**src/common/decodePkg.sv**
```systemverilog
`default_nettype none

package decodePkg;

	// ========================================
	// Sizes
	// ========================================

	// Instructions handled per fetch bundle
	localparam int Lanes = 2;

	localparam int InstrWidth = 36;
	// Address distance between neighbouring slots of a bundle
	localparam int InstrBytes = 8;
	localparam int ValueSize = 64;
	localparam int AddrWidth = 32;
	localparam int RegIdxWidth = 6;
	// JAL can only link into the low registers
	localparam int LinkRegBits = 2;

	// ========================================
	// Instruction fields
	// ========================================

	localparam int OpcodeLsb = 0;
	localparam int OpcodeMsb = 7;
	localparam int RtLsb = 8;
	localparam int RtMsb = 13;
	localparam int RaLsb = 14;
	localparam int RaMsb = 19;
	localparam int RbLsb = 20;
	localparam int RbMsb = 25;
	localparam int FuncLsb = 30;
	localparam int FuncMsb = 35;

	// The 16-bit immediate overlaps Rb and func
	localparam int ImmLsb = 20;
	localparam int ImmMsb = 35;

	// Split displacement of branches and stores, low part sits in the Rt field
	localparam int DispHiLsb = 26;
	localparam int DispHiMsb = 35;
	localparam int DispLoLsb = 8;
	localparam int DispLoMsb = 13;

	// Load displacement and JAL target offset
	localparam int LdDispLsb = 20;
	localparam int LdDispMsb = 31;
	localparam int JalDispLsb = 10;
	localparam int JalDispMsb = 35;

	// ========================================
	// Types
	// ========================================

	typedef logic [InstrWidth-1:0] instrT;
	typedef logic [AddrWidth-1:0] addrT;
	typedef logic [RegIdxWidth-1:0] regIdxT;
	typedef logic [ValueSize-1:0] valueT;
	typedef logic [$clog2(Lanes+1)-1:0] laneCountT;

	typedef enum logic [7:0] {
		BRK   = 8'h00,
		R1    = 8'h01,
		R2    = 8'h02,
		ADDI  = 8'h04,
		ANDI  = 8'h08,
		ORI   = 8'h09,
		XORI  = 8'h0A,
		SLTI  = 8'h0C,
		SLTUI = 8'h0D,
		MULI  = 8'h10,
		MULUI = 8'h11,
		JAL   = 8'h40,
		BEQ   = 8'h48,
		BNE   = 8'h49,
		BLT   = 8'h4A,
		BLTU  = 8'h4B,
		LDX   = 8'h60,
		STX   = 8'h70,
		NOP   = 8'hF1
	} opcodeE;

	// R1 uses the first four codes, R2 the rest
	typedef enum logic [5:0] {
		ABS   = 6'h00,
		NOT   = 6'h01,
		CTLZ  = 6'h02,
		CTPOP = 6'h03,
		ADD   = 6'h04,
		SUB   = 6'h05,
		AND   = 6'h08,
		OR    = 6'h09,
		XOR   = 6'h0A,
		SLL   = 6'h10,
		SRL   = 6'h11,
		SLLI  = 6'h12,
		SLT   = 6'h18,
		SLTU  = 6'h19,
		MUL   = 6'h20,
		MULU  = 6'h21,
		DIV   = 6'h24,
		DIVU  = 6'h25
	} funcE;

endpackage

`default_nettype wire

```
**src/decode/fetchSplitter.sv**
```systemverilog
`default_nettype none
`timescale 1ns/1ns

module fetchSplitter (
	input  wire                                        clk,
	input  wire                                        rstN,
	input  wire                                        bundleValid,
	input  decodePkg::addrT                            bundlePc,
	input  decodePkg::instrT [decodePkg::Lanes-1:0]    bundleWords,
	input  decodePkg::laneCountT                       bundleCount,
	output logic                                       bundleSeen,
	output logic [decodePkg::Lanes-1:0]                slotValid,
	output decodePkg::instrT [decodePkg::Lanes-1:0]    slotInstr,
	output decodePkg::addrT [decodePkg::Lanes-1:0]     slotPc
);

	import decodePkg::*;

	// A bundle strobe is carried along even when no slot is filled
	always_ff @(posedge clk or negedge rstN) begin
		if (!rstN) begin
			bundleSeen <= 1'b0;
			slotValid <= '0;
		end else begin
			bundleSeen <= bundleValid;
			for (int k = 0; k < Lanes; k++) begin
				slotValid[k] <= bundleValid && (k < int'(bundleCount));
			end
		end
	end

	// Slot payload is only loaded on a strobe
	always_ff @(posedge clk) begin
		if (bundleValid) begin
			for (int k = 0; k < Lanes; k++) begin
				slotInstr[k] <= bundleWords[k];
				slotPc[k] <= bundlePc + addrT'(k * InstrBytes);
			end
		end
	end

	// The fetch unit never claims more slots than a bundle has
	assertCountRange: assert property (
		@(posedge clk) disable iff (!rstN)
		bundleValid |-> (int'(bundleCount) <= Lanes)
	);

endmodule

`default_nettype wire

```
**src/decode/laneDecoder.sv**
```systemverilog
`default_nettype none
`timescale 1ns/1ns

module laneDecoder (
	input  wire               clk,
	input  wire               rstN,
	input  wire               slotValid,
	input  decodePkg::instrT  slotInstr,
	input  decodePkg::addrT   slotPc,
	output logic              decValid,
	output logic              ui,
	output logic              rfwr,
	output decodePkg::regIdxT rt,
	output decodePkg::regIdxT ra,
	output decodePkg::regIdxT rb,
	output logic              needRa,
	output logic              needRb,
	output logic              isSigned,
	output logic              branch,
	output logic              memLoad,
	output logic              memStore,
	output logic              mc,
	output decodePkg::valueT  imm,
	output decodePkg::addrT   pc
);

	import decodePkg::*;

	opcodeE op;
	funcE   func;
	regIdxT rtField;
	logic [ImmMsb-ImmLsb:0] imm16;
	valueT  immSext;
	valueT  immZext;
	valueT  immOnes;
	valueT  ldDisp;
	valueT  splitDisp;
	valueT  jalDisp;
	valueT  shiftAmt;

	logic   nUi, nRfwr, nNeedRa, nNeedRb, nIsSigned;
	logic   nBranch, nMemLoad, nMemStore, nMc;
	regIdxT nRt;
	valueT  nImm;

	assign op = opcodeE'(slotInstr[OpcodeMsb:OpcodeLsb]);
	assign func = funcE'(slotInstr[FuncMsb:FuncLsb]);
	assign rtField = slotInstr[RtMsb:RtLsb];
	assign imm16 = slotInstr[ImmMsb:ImmLsb];

	// ========================================
	// Immediate extension
	// ========================================
	assign immSext = {{(ValueSize-$bits(imm16)){imm16[$bits(imm16)-1]}}, imm16};
	assign immZext = {{(ValueSize-$bits(imm16)){1'b0}}, imm16};
	// ANDI keeps the upper bits of the source intact
	assign immOnes = {{(ValueSize-$bits(imm16)){1'b1}}, imm16};
	assign ldDisp = {{(ValueSize-(LdDispMsb-LdDispLsb+1)){slotInstr[LdDispMsb]}},
		slotInstr[LdDispMsb:LdDispLsb]};
	assign splitDisp = {{(ValueSize-(DispHiMsb-DispHiLsb+1)-(DispLoMsb-DispLoLsb+1))
		{slotInstr[DispHiMsb]}}, slotInstr[DispHiMsb:DispHiLsb], slotInstr[DispLoMsb:DispLoLsb]};
	assign jalDisp = {{(ValueSize-(JalDispMsb-JalDispLsb+1)){slotInstr[JalDispMsb]}},
		slotInstr[JalDispMsb:JalDispLsb]};
	assign shiftAmt = {{(ValueSize-RegIdxWidth){1'b0}}, slotInstr[RbMsb:RbLsb]};

	// ========================================
	// Decode
	// ========================================
	always_comb begin
		nUi = 1'b1;
		nRfwr = 1'b0;
		nRt = '0;
		nNeedRa = 1'b1;
		nNeedRb = 1'b0;
		nIsSigned = 1'b1;
		nBranch = 1'b0;
		nMemLoad = 1'b0;
		nMemStore = 1'b0;
		nMc = 1'b0;
		nImm = '0;
		case (op)
			NOP, BRK: nUi = 1'b0;
			R1: begin
				case (func)
					ABS, NOT, CTLZ, CTPOP: begin
						nUi = 1'b0;
						nRfwr = 1'b1;
					end
					default: ;
				endcase
			end
			R2: begin
				nNeedRb = 1'b1;
				case (func)
					ADD, SUB, AND, OR, XOR, SLL, SRL, SLT: begin
						nUi = 1'b0;
						nRfwr = 1'b1;
					end
					SLTU: begin
						nUi = 1'b0;
						nRfwr = 1'b1;
						nIsSigned = 1'b0;
					end
					// Shift amount is encoded in place of Rb
					SLLI: begin
						nUi = 1'b0;
						nRfwr = 1'b1;
						nImm = shiftAmt;
					end
					MUL, DIV: begin
						nUi = 1'b0;
						nRfwr = 1'b1;
						nMc = 1'b1;
					end
					MULU, DIVU: begin
						nUi = 1'b0;
						nRfwr = 1'b1;
						nMc = 1'b1;
						nIsSigned = 1'b0;
					end
					default: ;
				endcase
			end
			ADDI, SLTI: begin
				nUi = 1'b0;
				nRfwr = 1'b1;
				nImm = immSext;
			end
			ANDI: begin
				nUi = 1'b0;
				nRfwr = 1'b1;
				nImm = immOnes;
			end
			ORI, XORI: begin
				nUi = 1'b0;
				nRfwr = 1'b1;
				nImm = immZext;
			end
			SLTUI: begin
				nUi = 1'b0;
				nRfwr = 1'b1;
				nImm = immZext;
				nIsSigned = 1'b0;
			end
			MULI: begin
				nUi = 1'b0;
				nRfwr = 1'b1;
				nImm = immSext;
				nMc = 1'b1;
			end
			MULUI: begin
				nUi = 1'b0;
				nRfwr = 1'b1;
				nImm = immZext;
				nMc = 1'b1;
				nIsSigned = 1'b0;
			end
			JAL: begin
				nUi = 1'b0;
				nRfwr = 1'b1;
				nNeedRa = 1'b0;
				nImm = jalDisp;
				nBranch = 1'b1;
				nMc = 1'b1;
			end
			BEQ, BNE, BLT, BLTU: begin
				nUi = 1'b0;
				nNeedRb = 1'b1;
				nImm = splitDisp;
				nBranch = 1'b1;
				nMc = 1'b1;
				nIsSigned = (op != BLTU);
			end
			LDX: begin
				nUi = 1'b0;
				nRfwr = 1'b1;
				nImm = ldDisp;
				nMemLoad = 1'b1;
				nMc = 1'b1;
			end
			STX: begin
				nUi = 1'b0;
				nNeedRb = 1'b1;
				nImm = splitDisp;
				nMemStore = 1'b1;
				nMc = 1'b1;
			end
			default: ;
		endcase
		// Only writers name a target, JAL links to a low register
		if (nRfwr) begin
			nRt = (op == JAL) ? regIdxT'(rtField[LinkRegBits-1:0]) : rtField;
		end
	end

	always_ff @(posedge clk or negedge rstN) begin
		if (!rstN) begin
			decValid <= 1'b0;
		end else begin
			decValid <= slotValid;
		end
	end

	always_ff @(posedge clk) begin
		ui <= nUi;
		rfwr <= nRfwr;
		rt <= nRt;
		ra <= slotInstr[RaMsb:RaLsb];
		rb <= slotInstr[RbMsb:RbLsb];
		needRa <= nNeedRa;
		needRb <= nNeedRb;
		isSigned <= nIsSigned;
		branch <= nBranch;
		memLoad <= nMemLoad;
		memStore <= nMemStore;
		mc <= nMc;
		imm <= nImm;
		pc <= slotPc;
	end

	// A store has no register result
	assertNoStoreWrite: assert property (
		@(posedge clk) disable iff (!rstN)
		decValid |-> !(rfwr && memStore)
	);

endmodule

`default_nettype wire

```
**src/decode/bundleCollector.sv**
```systemverilog
`default_nettype none
`timescale 1ns/1ns

module bundleCollector (
	input  wire                                      clk,
	input  wire                                      rstN,
	input  wire                                      bundleSeen,
	input  wire  [decodePkg::Lanes-1:0]              decValid,
	input  wire  [decodePkg::Lanes-1:0]              decUi,
	input  wire  [decodePkg::Lanes-1:0]              decRfwr,
	input  decodePkg::regIdxT [decodePkg::Lanes-1:0] decRt,
	input  decodePkg::regIdxT [decodePkg::Lanes-1:0] decRa,
	input  decodePkg::regIdxT [decodePkg::Lanes-1:0] decRb,
	input  wire  [decodePkg::Lanes-1:0]              decNeedRa,
	input  wire  [decodePkg::Lanes-1:0]              decNeedRb,
	input  wire  [decodePkg::Lanes-1:0]              decIsSigned,
	input  wire  [decodePkg::Lanes-1:0]              decBranch,
	input  wire  [decodePkg::Lanes-1:0]              decMemLoad,
	input  wire  [decodePkg::Lanes-1:0]              decMemStore,
	input  wire  [decodePkg::Lanes-1:0]              decMc,
	input  decodePkg::valueT [decodePkg::Lanes-1:0]  decImm,
	input  decodePkg::addrT [decodePkg::Lanes-1:0]   decPc,
	output logic                                     outValid,
	output logic [decodePkg::Lanes-1:0]              laneValid,
	output logic [decodePkg::Lanes-1:0]              hazard,
	output logic [decodePkg::Lanes-1:0]              ui,
	output logic [decodePkg::Lanes-1:0]              rfwr,
	output decodePkg::regIdxT [decodePkg::Lanes-1:0] rt,
	output decodePkg::regIdxT [decodePkg::Lanes-1:0] ra,
	output decodePkg::regIdxT [decodePkg::Lanes-1:0] rb,
	output logic [decodePkg::Lanes-1:0]              needRa,
	output logic [decodePkg::Lanes-1:0]              needRb,
	output logic [decodePkg::Lanes-1:0]              isSigned,
	output logic [decodePkg::Lanes-1:0]              branch,
	output logic [decodePkg::Lanes-1:0]              memLoad,
	output logic [decodePkg::Lanes-1:0]              memStore,
	output logic [decodePkg::Lanes-1:0]              mc,
	output decodePkg::valueT [decodePkg::Lanes-1:0]  imm,
	output decodePkg::addrT [decodePkg::Lanes-1:0]   pc,
	output logic                                     illegalValid,
	output decodePkg::addrT                          illegalPc
);

	import decodePkg::*;

	// Bundle strobe aligned with the decoder outputs
	logic decBundle;
	logic [Lanes-1:0] nLaneValid;
	logic [Lanes-1:0] nHazard;
	logic nIllegal;
	addrT nIllegalPc;

	always_comb begin
		logic cut;
		cut = 1'b0;
		nIllegal = 1'b0;
		nIllegalPc = decPc[0];
		nLaneValid = '0;
		nHazard = '0;
		for (int k = 0; k < Lanes; k++) begin
			nLaneValid[k] = decValid[k] && !decUi[k] && !cut;
			// Compare against older lanes that survive the cut
			for (int j = 0; j < k; j++) begin
				if (nLaneValid[j] && decRfwr[j] && decRt[j] != '0 &&
					((decNeedRa[k] && decRa[k] == decRt[j]) ||
					(decNeedRb[k] && decRb[k] == decRt[j]))) begin
					nHazard[k] = 1'b1;
				end
			end
			if (decValid[k] && decUi[k] && !nIllegal) begin
				nIllegal = 1'b1;
				nIllegalPc = decPc[k];
			end
			// Nothing after a control transfer or an unknown op goes out
			if (decValid[k] && (decBranch[k] || decUi[k])) begin
				cut = 1'b1;
			end
		end
	end

	always_ff @(posedge clk or negedge rstN) begin
		if (!rstN) begin
			decBundle <= 1'b0;
			outValid <= 1'b0;
			laneValid <= '0;
			hazard <= '0;
			illegalValid <= 1'b0;
		end else begin
			decBundle <= bundleSeen;
			outValid <= decBundle;
			laneValid <= nLaneValid;
			hazard <= nHazard;
			illegalValid <= decBundle && nIllegal;
		end
	end

	always_ff @(posedge clk) begin
		ui <= decUi;
		rfwr <= decRfwr;
		rt <= decRt;
		ra <= decRa;
		rb <= decRb;
		needRa <= decNeedRa;
		needRb <= decNeedRb;
		isSigned <= decIsSigned;
		branch <= decBranch;
		memLoad <= decMemLoad;
		memStore <= decMemStore;
		mc <= decMc;
		imm <= decImm;
		pc <= decPc;
		illegalPc <= nIllegalPc;
	end

	// The oldest lane has nothing to depend on
	assertLaneZeroClean: assert property (
		@(posedge clk) disable iff (!rstN)
		!hazard[0]
	);

	assertIllegalInBundle: assert property (
		@(posedge clk) disable iff (!rstN)
		illegalValid |-> outValid
	);

endmodule

`default_nettype wire

```
**src/rtl/decodeStage.sv**
```systemverilog
`default_nettype none
`timescale 1ns/1ns

module decodeStage (
	input  wire                                      clk,
	input  wire                                      rstN,
	input  wire                                      bundleValid,
	input  decodePkg::addrT                          bundlePc,
	input  decodePkg::instrT [decodePkg::Lanes-1:0]  bundleWords,
	input  decodePkg::laneCountT                     bundleCount,
	output logic                                     outValid,
	output logic [decodePkg::Lanes-1:0]              laneValid,
	output logic [decodePkg::Lanes-1:0]              hazard,
	output logic [decodePkg::Lanes-1:0]              ui,
	output logic [decodePkg::Lanes-1:0]              rfwr,
	output decodePkg::regIdxT [decodePkg::Lanes-1:0] rt,
	output decodePkg::regIdxT [decodePkg::Lanes-1:0] ra,
	output decodePkg::regIdxT [decodePkg::Lanes-1:0] rb,
	output logic [decodePkg::Lanes-1:0]              needRa,
	output logic [decodePkg::Lanes-1:0]              needRb,
	output logic [decodePkg::Lanes-1:0]              isSigned,
	output logic [decodePkg::Lanes-1:0]              branch,
	output logic [decodePkg::Lanes-1:0]              memLoad,
	output logic [decodePkg::Lanes-1:0]              memStore,
	output logic [decodePkg::Lanes-1:0]              mc,
	output decodePkg::valueT [decodePkg::Lanes-1:0]  imm,
	output decodePkg::addrT [decodePkg::Lanes-1:0]   pc,
	output logic                                     illegalValid,
	output decodePkg::addrT                          illegalPc
);

	import decodePkg::*;

	logic bundleSeen;
	logic [Lanes-1:0] slotValid;
	instrT [Lanes-1:0] slotInstr;
	addrT [Lanes-1:0] slotPc;

	logic [Lanes-1:0] decValid, decUi, decRfwr, decNeedRa, decNeedRb;
	logic [Lanes-1:0] decIsSigned, decBranch, decMemLoad, decMemStore, decMc;
	regIdxT [Lanes-1:0] decRt, decRa, decRb;
	valueT [Lanes-1:0] decImm;
	addrT [Lanes-1:0] decPc;

	fetchSplitter i_fetchSplitter (
		.clk(clk), .rstN(rstN),
		.bundleValid(bundleValid), .bundlePc(bundlePc),
		.bundleWords(bundleWords), .bundleCount(bundleCount),
		.bundleSeen(bundleSeen), .slotValid(slotValid),
		.slotInstr(slotInstr), .slotPc(slotPc)
	);

	// ========================================
	// One decoder per slot
	// ========================================
	for (genvar k = 0; k < Lanes; k++) begin : genLane
		laneDecoder i_laneDecoder (
			.clk(clk), .rstN(rstN),
			.slotValid(slotValid[k]), .slotInstr(slotInstr[k]), .slotPc(slotPc[k]),
			.decValid(decValid[k]), .ui(decUi[k]), .rfwr(decRfwr[k]),
			.rt(decRt[k]), .ra(decRa[k]), .rb(decRb[k]),
			.needRa(decNeedRa[k]), .needRb(decNeedRb[k]), .isSigned(decIsSigned[k]),
			.branch(decBranch[k]), .memLoad(decMemLoad[k]), .memStore(decMemStore[k]),
			.mc(decMc[k]), .imm(decImm[k]), .pc(decPc[k])
		);
	end

	bundleCollector i_bundleCollector (
		.clk(clk), .rstN(rstN), .bundleSeen(bundleSeen),
		.decValid(decValid), .decUi(decUi), .decRfwr(decRfwr),
		.decRt(decRt), .decRa(decRa), .decRb(decRb),
		.decNeedRa(decNeedRa), .decNeedRb(decNeedRb), .decIsSigned(decIsSigned),
		.decBranch(decBranch), .decMemLoad(decMemLoad), .decMemStore(decMemStore),
		.decMc(decMc), .decImm(decImm), .decPc(decPc),
		.outValid(outValid), .laneValid(laneValid), .hazard(hazard),
		.ui(ui), .rfwr(rfwr), .rt(rt), .ra(ra), .rb(rb),
		.needRa(needRa), .needRb(needRb), .isSigned(isSigned),
		.branch(branch), .memLoad(memLoad), .memStore(memStore),
		.mc(mc), .imm(imm), .pc(pc),
		.illegalValid(illegalValid), .illegalPc(illegalPc)
	);

endmodule

`default_nettype wire

```
**config.mk**
```make
export PLATFORM = sky130hd
export DESIGN_NAME = decodeStage
export DESIGN_NICKNAME = d
export VERILOG_FILES = /design/src/common/decodePkg.sv /design/src/decode/fetchSplitter.sv /design/src/decode/laneDecoder.sv /design/src/decode/bundleCollector.sv /design/src/rtl/decodeStage.sv
export SDC_FILE = /design/constraint.sdc
export NUM_CORES = 1
export LEC_CHECK = 0
export ABC_AREA = 1
export BUFFER_PORTS_ARGS = -buffer_cell sky130_fd_sc_hd__buf_2
export CORE_MARGIN = 3
export CORE_UTILIZATION = 27
export CTS_BUF_LIST = sky130_fd_sc_hd__clkbuf_2 sky130_fd_sc_hd__clkbuf_4 sky130_fd_sc_hd__clkbuf_8
export CTS_CLUSTER_DIAMETER = 30
export DETAILED_ROUTE_END_ITERATION = 10
export GPL_ROUTABILITY_DRIVEN = 1
export PLACE_DENSITY = 0.53
export SYNTH_ARGS = -nofsm -noshare
export SYNTH_HDL_FRONTEND = slang
export SYNTH_HIERARCHICAL = 1
export SYNTH_SLANG_ARGS = --single-unit
```
**constraint.sdc**
```tcl
create_clock -name clk -period 2.3 [get_ports clk]
set_input_delay 0.23 -clock clk [delete_from_list [all_inputs] [get_ports clk]]
set_output_delay 0.23 -clock clk [all_outputs]
set_load 0.1 [all_outputs]
```
---- Word level (Yosys, flattened, before mapping) ----
Index checks and enable logic that the tools add are counted.
storage, ports and cells
  flip-flop bits (word level) ............. 671
  bits in latches ......................... 0
  bits in writable memories ............... 0
  ROM bits ................................ 0
  bits of input ports ..................... 109
  output and inout port bits .............. 284
  memories kept ........................... 0
cells by class
  $add $sub $neg .......................... 1
  $mul .................................... 0
  div/mod/pow operators ................... 0
  magnitude comparators ................... 2
  eq/ne operators ......................... 74
  shift operators ......................... 0
  multiplexer cells ....................... 39
  bitwise operators ....................... 2
  reduce and logical (&&, ||, !) cells .... 56
operators by type and width
  operator                                             number
  one-hot mux 64 bit (7 select lines)                  2
  equality test 8 x 7 -> 1 bit, second input constant  14
  equality test 8 x 4 -> 1 bit, second input constant  10
  equality test 6 x 5 -> 1 bit, second input constant  10
  equality test 6 bit, second input constant           8
  equality test 6 x 4 -> 1 bit, second input constant  6
  OR reduction 17 bit                                  2
  adder 32 x 4 -> 32 bit, second input constant        1
  equality test 8 x 5 -> 1 bit, second input constant  4
  two-way mux 32 bit                                   1
  OR reduction 4 bit                                   8
  OR reduction 14 bit                                  2
  two-way mux 1 bit                                    26
  equality test 6 x 2 -> 1 bit, second input constant  4
  equality test 6 x 3 -> 1 bit, second input constant  4
  OR reduction 10 bit                                  2
  OR reduction 5 bit                                   4
  one-hot mux 1 bit (3 select lines)                   6
  OR reduction 9 bit                                   2
  equality test 8 x 1 -> 1 bit, second input constant  2
  equality test 8 x 2 -> 1 bit, second input constant  2
  equality test 8 x 3 -> 1 bit, second input constant  2
  equality test 8 bit, second input constant           2
  zero test 8 bit                                      2
  other kinds (15)                                     48

---- Longest topological paths before layout ----
  word-level depth ........................ 6
  depth in mapped cells ................... 10

---- Hierarchy ----
The synthesis kept the hierarchy.
by module, submodules not included
  module                                   instances  cells each  area each (um2)  sequential area each (um2)
  bundleCollector                          1          395         6546.3           5715.5
  fetchSplitter                            1          305         4887.2           4068.9
  laneDecoder at genLane[1].i_laneDecoder  1          384         3278.1           1726.7
  laneDecoder at genLane[0].i_laneDecoder  1          352         3120.5           1726.7

---- Least setup slack after synthesis ----
OpenSTA, ideal clock, no wires.
  path kind ............................... reg-to-reg
  start ................................... register i_fetchSplitter/slotInstr[1] (netlist name)
  end ..................................... register genLane[0].i_laneDecoder.imm[62]
  setup time .............................. 63 ps
  data arrival time ....................... 1348 ps
  data required time ...................... 2237 ps
  setup slack ............................. 889 ps
  stages on the path, launching flop included .. 8
  buffers on the path ..................... 1
  clock period less this slack ............ 1411 ps
  path through ............................ edfxtp_1 > nor2_4 > nand2_4 > nor3_4 > nand2_2 > a21boi_4 > buf_6 > nand3_1
between the ends
  longest elaborated chain between the ends .. 3
  elaborated cells on any way between the ends .. 20
RTL lines
  item                                                         line                 RTL
  from (decl)                                                  fetchSplitter.sv:13  output decodePkg::instrT [decodePkg::Lanes-1:0] slotInstr,
  from (signal, indexed assignment)                            fetchSplitter.sv:36  slotInstr[k] <= bundleWords[k];
  equality test 8 x 7 -> 1 bit (tied with other cells)         laneDecoder.sv:81    case (op)
  OR reduction 5 bit (no source line) (tied with other cells)  -
  one-hot mux 64 bit (7 select lines) (*)                      laneDecoder.sv:81
  to (signal assigned)                                         laneDecoder.sv:217   imm <= nImm;
  to (decl)                                                    laneDecoder.sv:23    output decodePkg::valueT imm,
Every way passes the cells marked *; elsewhere a longest branch is shown, timed or not.
A chain may end at the register's enable or synchronous reset.

---- Worst setup path after layout ----
  start ................................... register i_fetchSplitter/slotInstr[7] (netlist name)
  end ..................................... register genLane[0].i_laneDecoder.imm[10]
between the ends
  longest elaborated chain between the ends .. 3
  elaborated cells on any way between the ends .. 20
RTL lines
  item                                                         line               RTL
  equality test 8 x 7 -> 1 bit (tied with other cells)         laneDecoder.sv:81
  OR reduction 5 bit (no source line) (tied with other cells)  -
  one-hot mux 64 bit (7 select lines) (*)                      laneDecoder.sv:81
  via genLane[0].i_laneDecoder.nImm[10]                        laneDecoder.sv:44  valueT nImm;
Mark *: on every way through the listed nets, which the timed path passes. The rest lies on a longest branch.

==> results.md <==
- Outcome: finished clean
- CTS Root Cell: clkbuf_8
- Wire per inst: 15.5 um
- Tmin final: 1.82 ns
- Clock Latency Late Sink: 0.68 ns
- Initial Util: 27.5%
- Post-synthesis cell type count: 48
- Ys flop type: dfxtp_1
- Synth area leader: dfxtp_1
- Largest net degree at the start of global routing: 51
- CTS H-tree depth: 3
- F_max: 548 MHz
- Synth top cells by count: dfxtp_1 (448), nand2_1 (247), edfxtp_1 (133)
- R2r setup slk: 0.48 ns
- Mapped Area: 17800 um^2
- Via/cell ratio: 3.96
- Seq cells post-synth: 592
- CTS buffer count: 116
- First-pass GRT wire length: 69000 um
- GP Congestion: 0.840
- Synth Instances: 1436
- Number of synthesized flops with an enable pin: 133
- Layout cells sized above 1: 35.1%
- # port buffers: 391
- Pleak: 11.1 nW
- I/O Pins: 393
- Die Width: 263 um
- Max-cap violations: 0
- Sequential share of the synthesized area: 74.2%
- Total gr overflow: 0
- GRT Resource Usage Total: 12.8%
- Arr. time, crit path: 2.42 ns
- Initial antenna violation count: 2
- Worst Tran Pin Value: 1.06 ns
- Worst Reg-to-Reg Cells: 8
- Setup CP Type: flop to flop
- Max-slew violations: 0
- Final setup fails: 0
- Crit start category: flop
- Final net count: 2080
- Final Cycle Share: 79.3%
- Worst r2r dst: genLane[0].i_laneDecoder/imm[10]
- CTS-repair resized insts: 0
- Residual DRC count: 0
- Ys async rst share: 1.86%
- DIE HEIGHT: 263 um
- Critical path peak fanout: 26
- VDD IR-drop max: 0.000698 V
- Yosys warns: 6
- Hold Path Class: input pin to flop
- Post-Route WL: 45400 um
- Hold EP: i_fetchSplitter/slotInstr[58]
- Die ar.: 69200 um^2
- Setup_tns: 0 ns
- Iteration-0 DRC count of the detailed router: 551
- Syn Nets: 1546
- Num rows: 93
- Hold_ws: 0.250 ns
- Yosys top cell area share: 50.3%
- Drt pass-1 iters: 5
- Clock sinks: 592
- Largest cells by area after synthesis: dfxtp_1 (50%), edfxtp_1 (22%), nand2_1 (5.2%)
- Top-count cell post-synth: dfxtp_1
- CP Capture Type: flop
- Hold Path Depth: 2
- Worst min-delay path startpoint: bundleWords[58]
- Clk_skew: 0.0321 ns
- Clock-pin slew on the worst setup and hold paths: 0.06 ns
- Vias: 11600
- RSZ-0062 raised after global routing: no
- PwrDens: 1110 nW/um^2
- Hpwl dp: 32000 um
- Core area: 64900 um^2
- Vias in the first global route: 12200
- Worst r2r src: i_fetchSplitter/slotInstr[7]
- Fin. Hold Viols: 0
- Area Growth Syn to Fin: 35.3%
- Detail Route Antenna Nets: 0
- Max_slew headroom: 29.4%
- CTS tree: yes
- Fill count: 6337
- Clock buffer depth: 3
- Mean Syn Cell Area: 12.4 um^2
- Required @ worst endpoint: 2.89 ns
-- worst max-delay path: stages, from the launching register on --
cell and delay [ns]:
edfxtp_1 0.41, inv_1 0.07, nand2_1 0.13, nor2_2 0.24, nand2_2 0.16, inv_2 0.39
nand2_1 0.10, a21boi_0 0.14, nand3_1 0.11
-- worst max path at each step --
stage / depth (start not counted) / end / startpoint / slack (ns)
finish: 8 / genLane[0].i_laneDecoder/imm[10] / i_fetchSplitter/slotInstr[7] / 0.48
global route: 8 / genLane[0].i_laneDecoder/imm[10] / i_fetchSplitter/slotInstr[7] / 0.28
CTS: 1 / illegalValid / i_bundleCollector/illegalValid / 0.41
detailed placement: 8 / genLane[0].i_laneDecoder/imm[10] / i_fetchSplitter/slotInstr[7] / 0.47
global placement: 8 / genLane[0].i_laneDecoder/imm[10] / i_fetchSplitter/slotInstr[7] / 0.48
floorplan: 7 / genLane[0].i_laneDecoder/imm[62] / i_fetchSplitter/slotInstr[1] / 0.89
-- cell usage in the layout (no fill, tap or decap), types with 18 or more instances in the layout --
master,Yosys,routed
buf_2,6,390
nand2_2,29,29
mux2_4,30,30
clkbuf_4,0,26
dfxtp_1,448,448
nand2_1,247,247
clkbuf_8,0,133
o21ai_0,33,33
nor2_1,121,121
inv_1,89,89
dlygate4sd3_1,0,111
nand3_1,62,62
edfxtp_1,133,133
clkinv_2,0,18
-- logic make-up (layout without fill, tap and decap cells) --
family                     after synthesis  in the layout  share of synthesized area, %
adders and majority gates                1              1                        0.0702
DFF                                    592            592                          74.2
other                                    1              2                        0.0210
xor gates and xnor gates                16             16                         0.786
buffers and inverters                  195            832                          6.18
and+or+nand+nor                        517            517                          13.0
muxes                                   32             32                          2.65
AOI/OAI and AO/OA                       82             82                          3.01
-- through the flow --
| stage | util, % | worst slack, ns | std cells | total power [mW] | area [um^2] |
|---|---|---|---|---|---|
| after floorplan | - | 0.889 | 1436 | 14.2 | 17800 |
| after global placement | 31.2 | 0.479 | 2596 | 14.9 | 20200 |
| after detailed placement | 31.2 | 0.474 | 2596 | 14.9 | 20200 |
| after CTS | 37.2 | 0.412 | 2928 | 27.1 | 24100 |
| after global routing | 37.2 | 0.281 | 2929 | 27.8 | 24100 |
| final | 37.2 | 0.475 | 2929 | 26.7 | 24100 |
-- area by class of cell --
cell class                 count  area, um^2  area share [%]
clock inverter                62         742            3.08
inverter                     100         378            1.57
clock buffer                 159        2030            8.40
multi-input combinational    649        3490            14.5
timing repair buffer         511        3180            13.2
sequential                   592       13200            54.9
antenna                        1        2.50          0.0104
tap                          855        1070            4.43
-- flip-flops by register name (all words and copies together), names as in the netlist, 32 cells and up --
register and cells:
i_bundleCollector/imm 128, genLane.i_laneDecoder/pc 64, i_bundleCollector/pc 64, i_bundleCollector/illegalPc 32, i_fetchSplitter/slotPc 61, i_fetchSplitter/slotInstr 72, genLane.i_laneDecoder/imm 52
-- power breakdown --
part / switching, mW / internal, mW / leakage, nW
combinational: 2.56 / 0.580 / 4.52
clock: 4.66 / 7.23 / 1.45
sequential: 0.334 / 11.3 / 5.14
total: 7.56 / 19.1 / 11.1
-- routing by layer --
| metal | track usage (%) | part of all wire, % | up-vias |
|---|---|---|---|
| li1 | - | - | 5685 |
| met1 | 15.5 | 43 | 5378 |
| met2 | 21.0 | 47 | 446 |
| met3 | 4.06 | 7.7 | 82 |
| met4 | 5.25 | 2.3 | 2 |
| met5 | 0 | 0.024 | - |
-- repair_timing --
action	CTS	global route
setup endpoints to repair	0	0
hold endpoints to repair	172	0
buffers inserted	0	0
hold buffers	111	0
(Power assumes the default switching activity.)
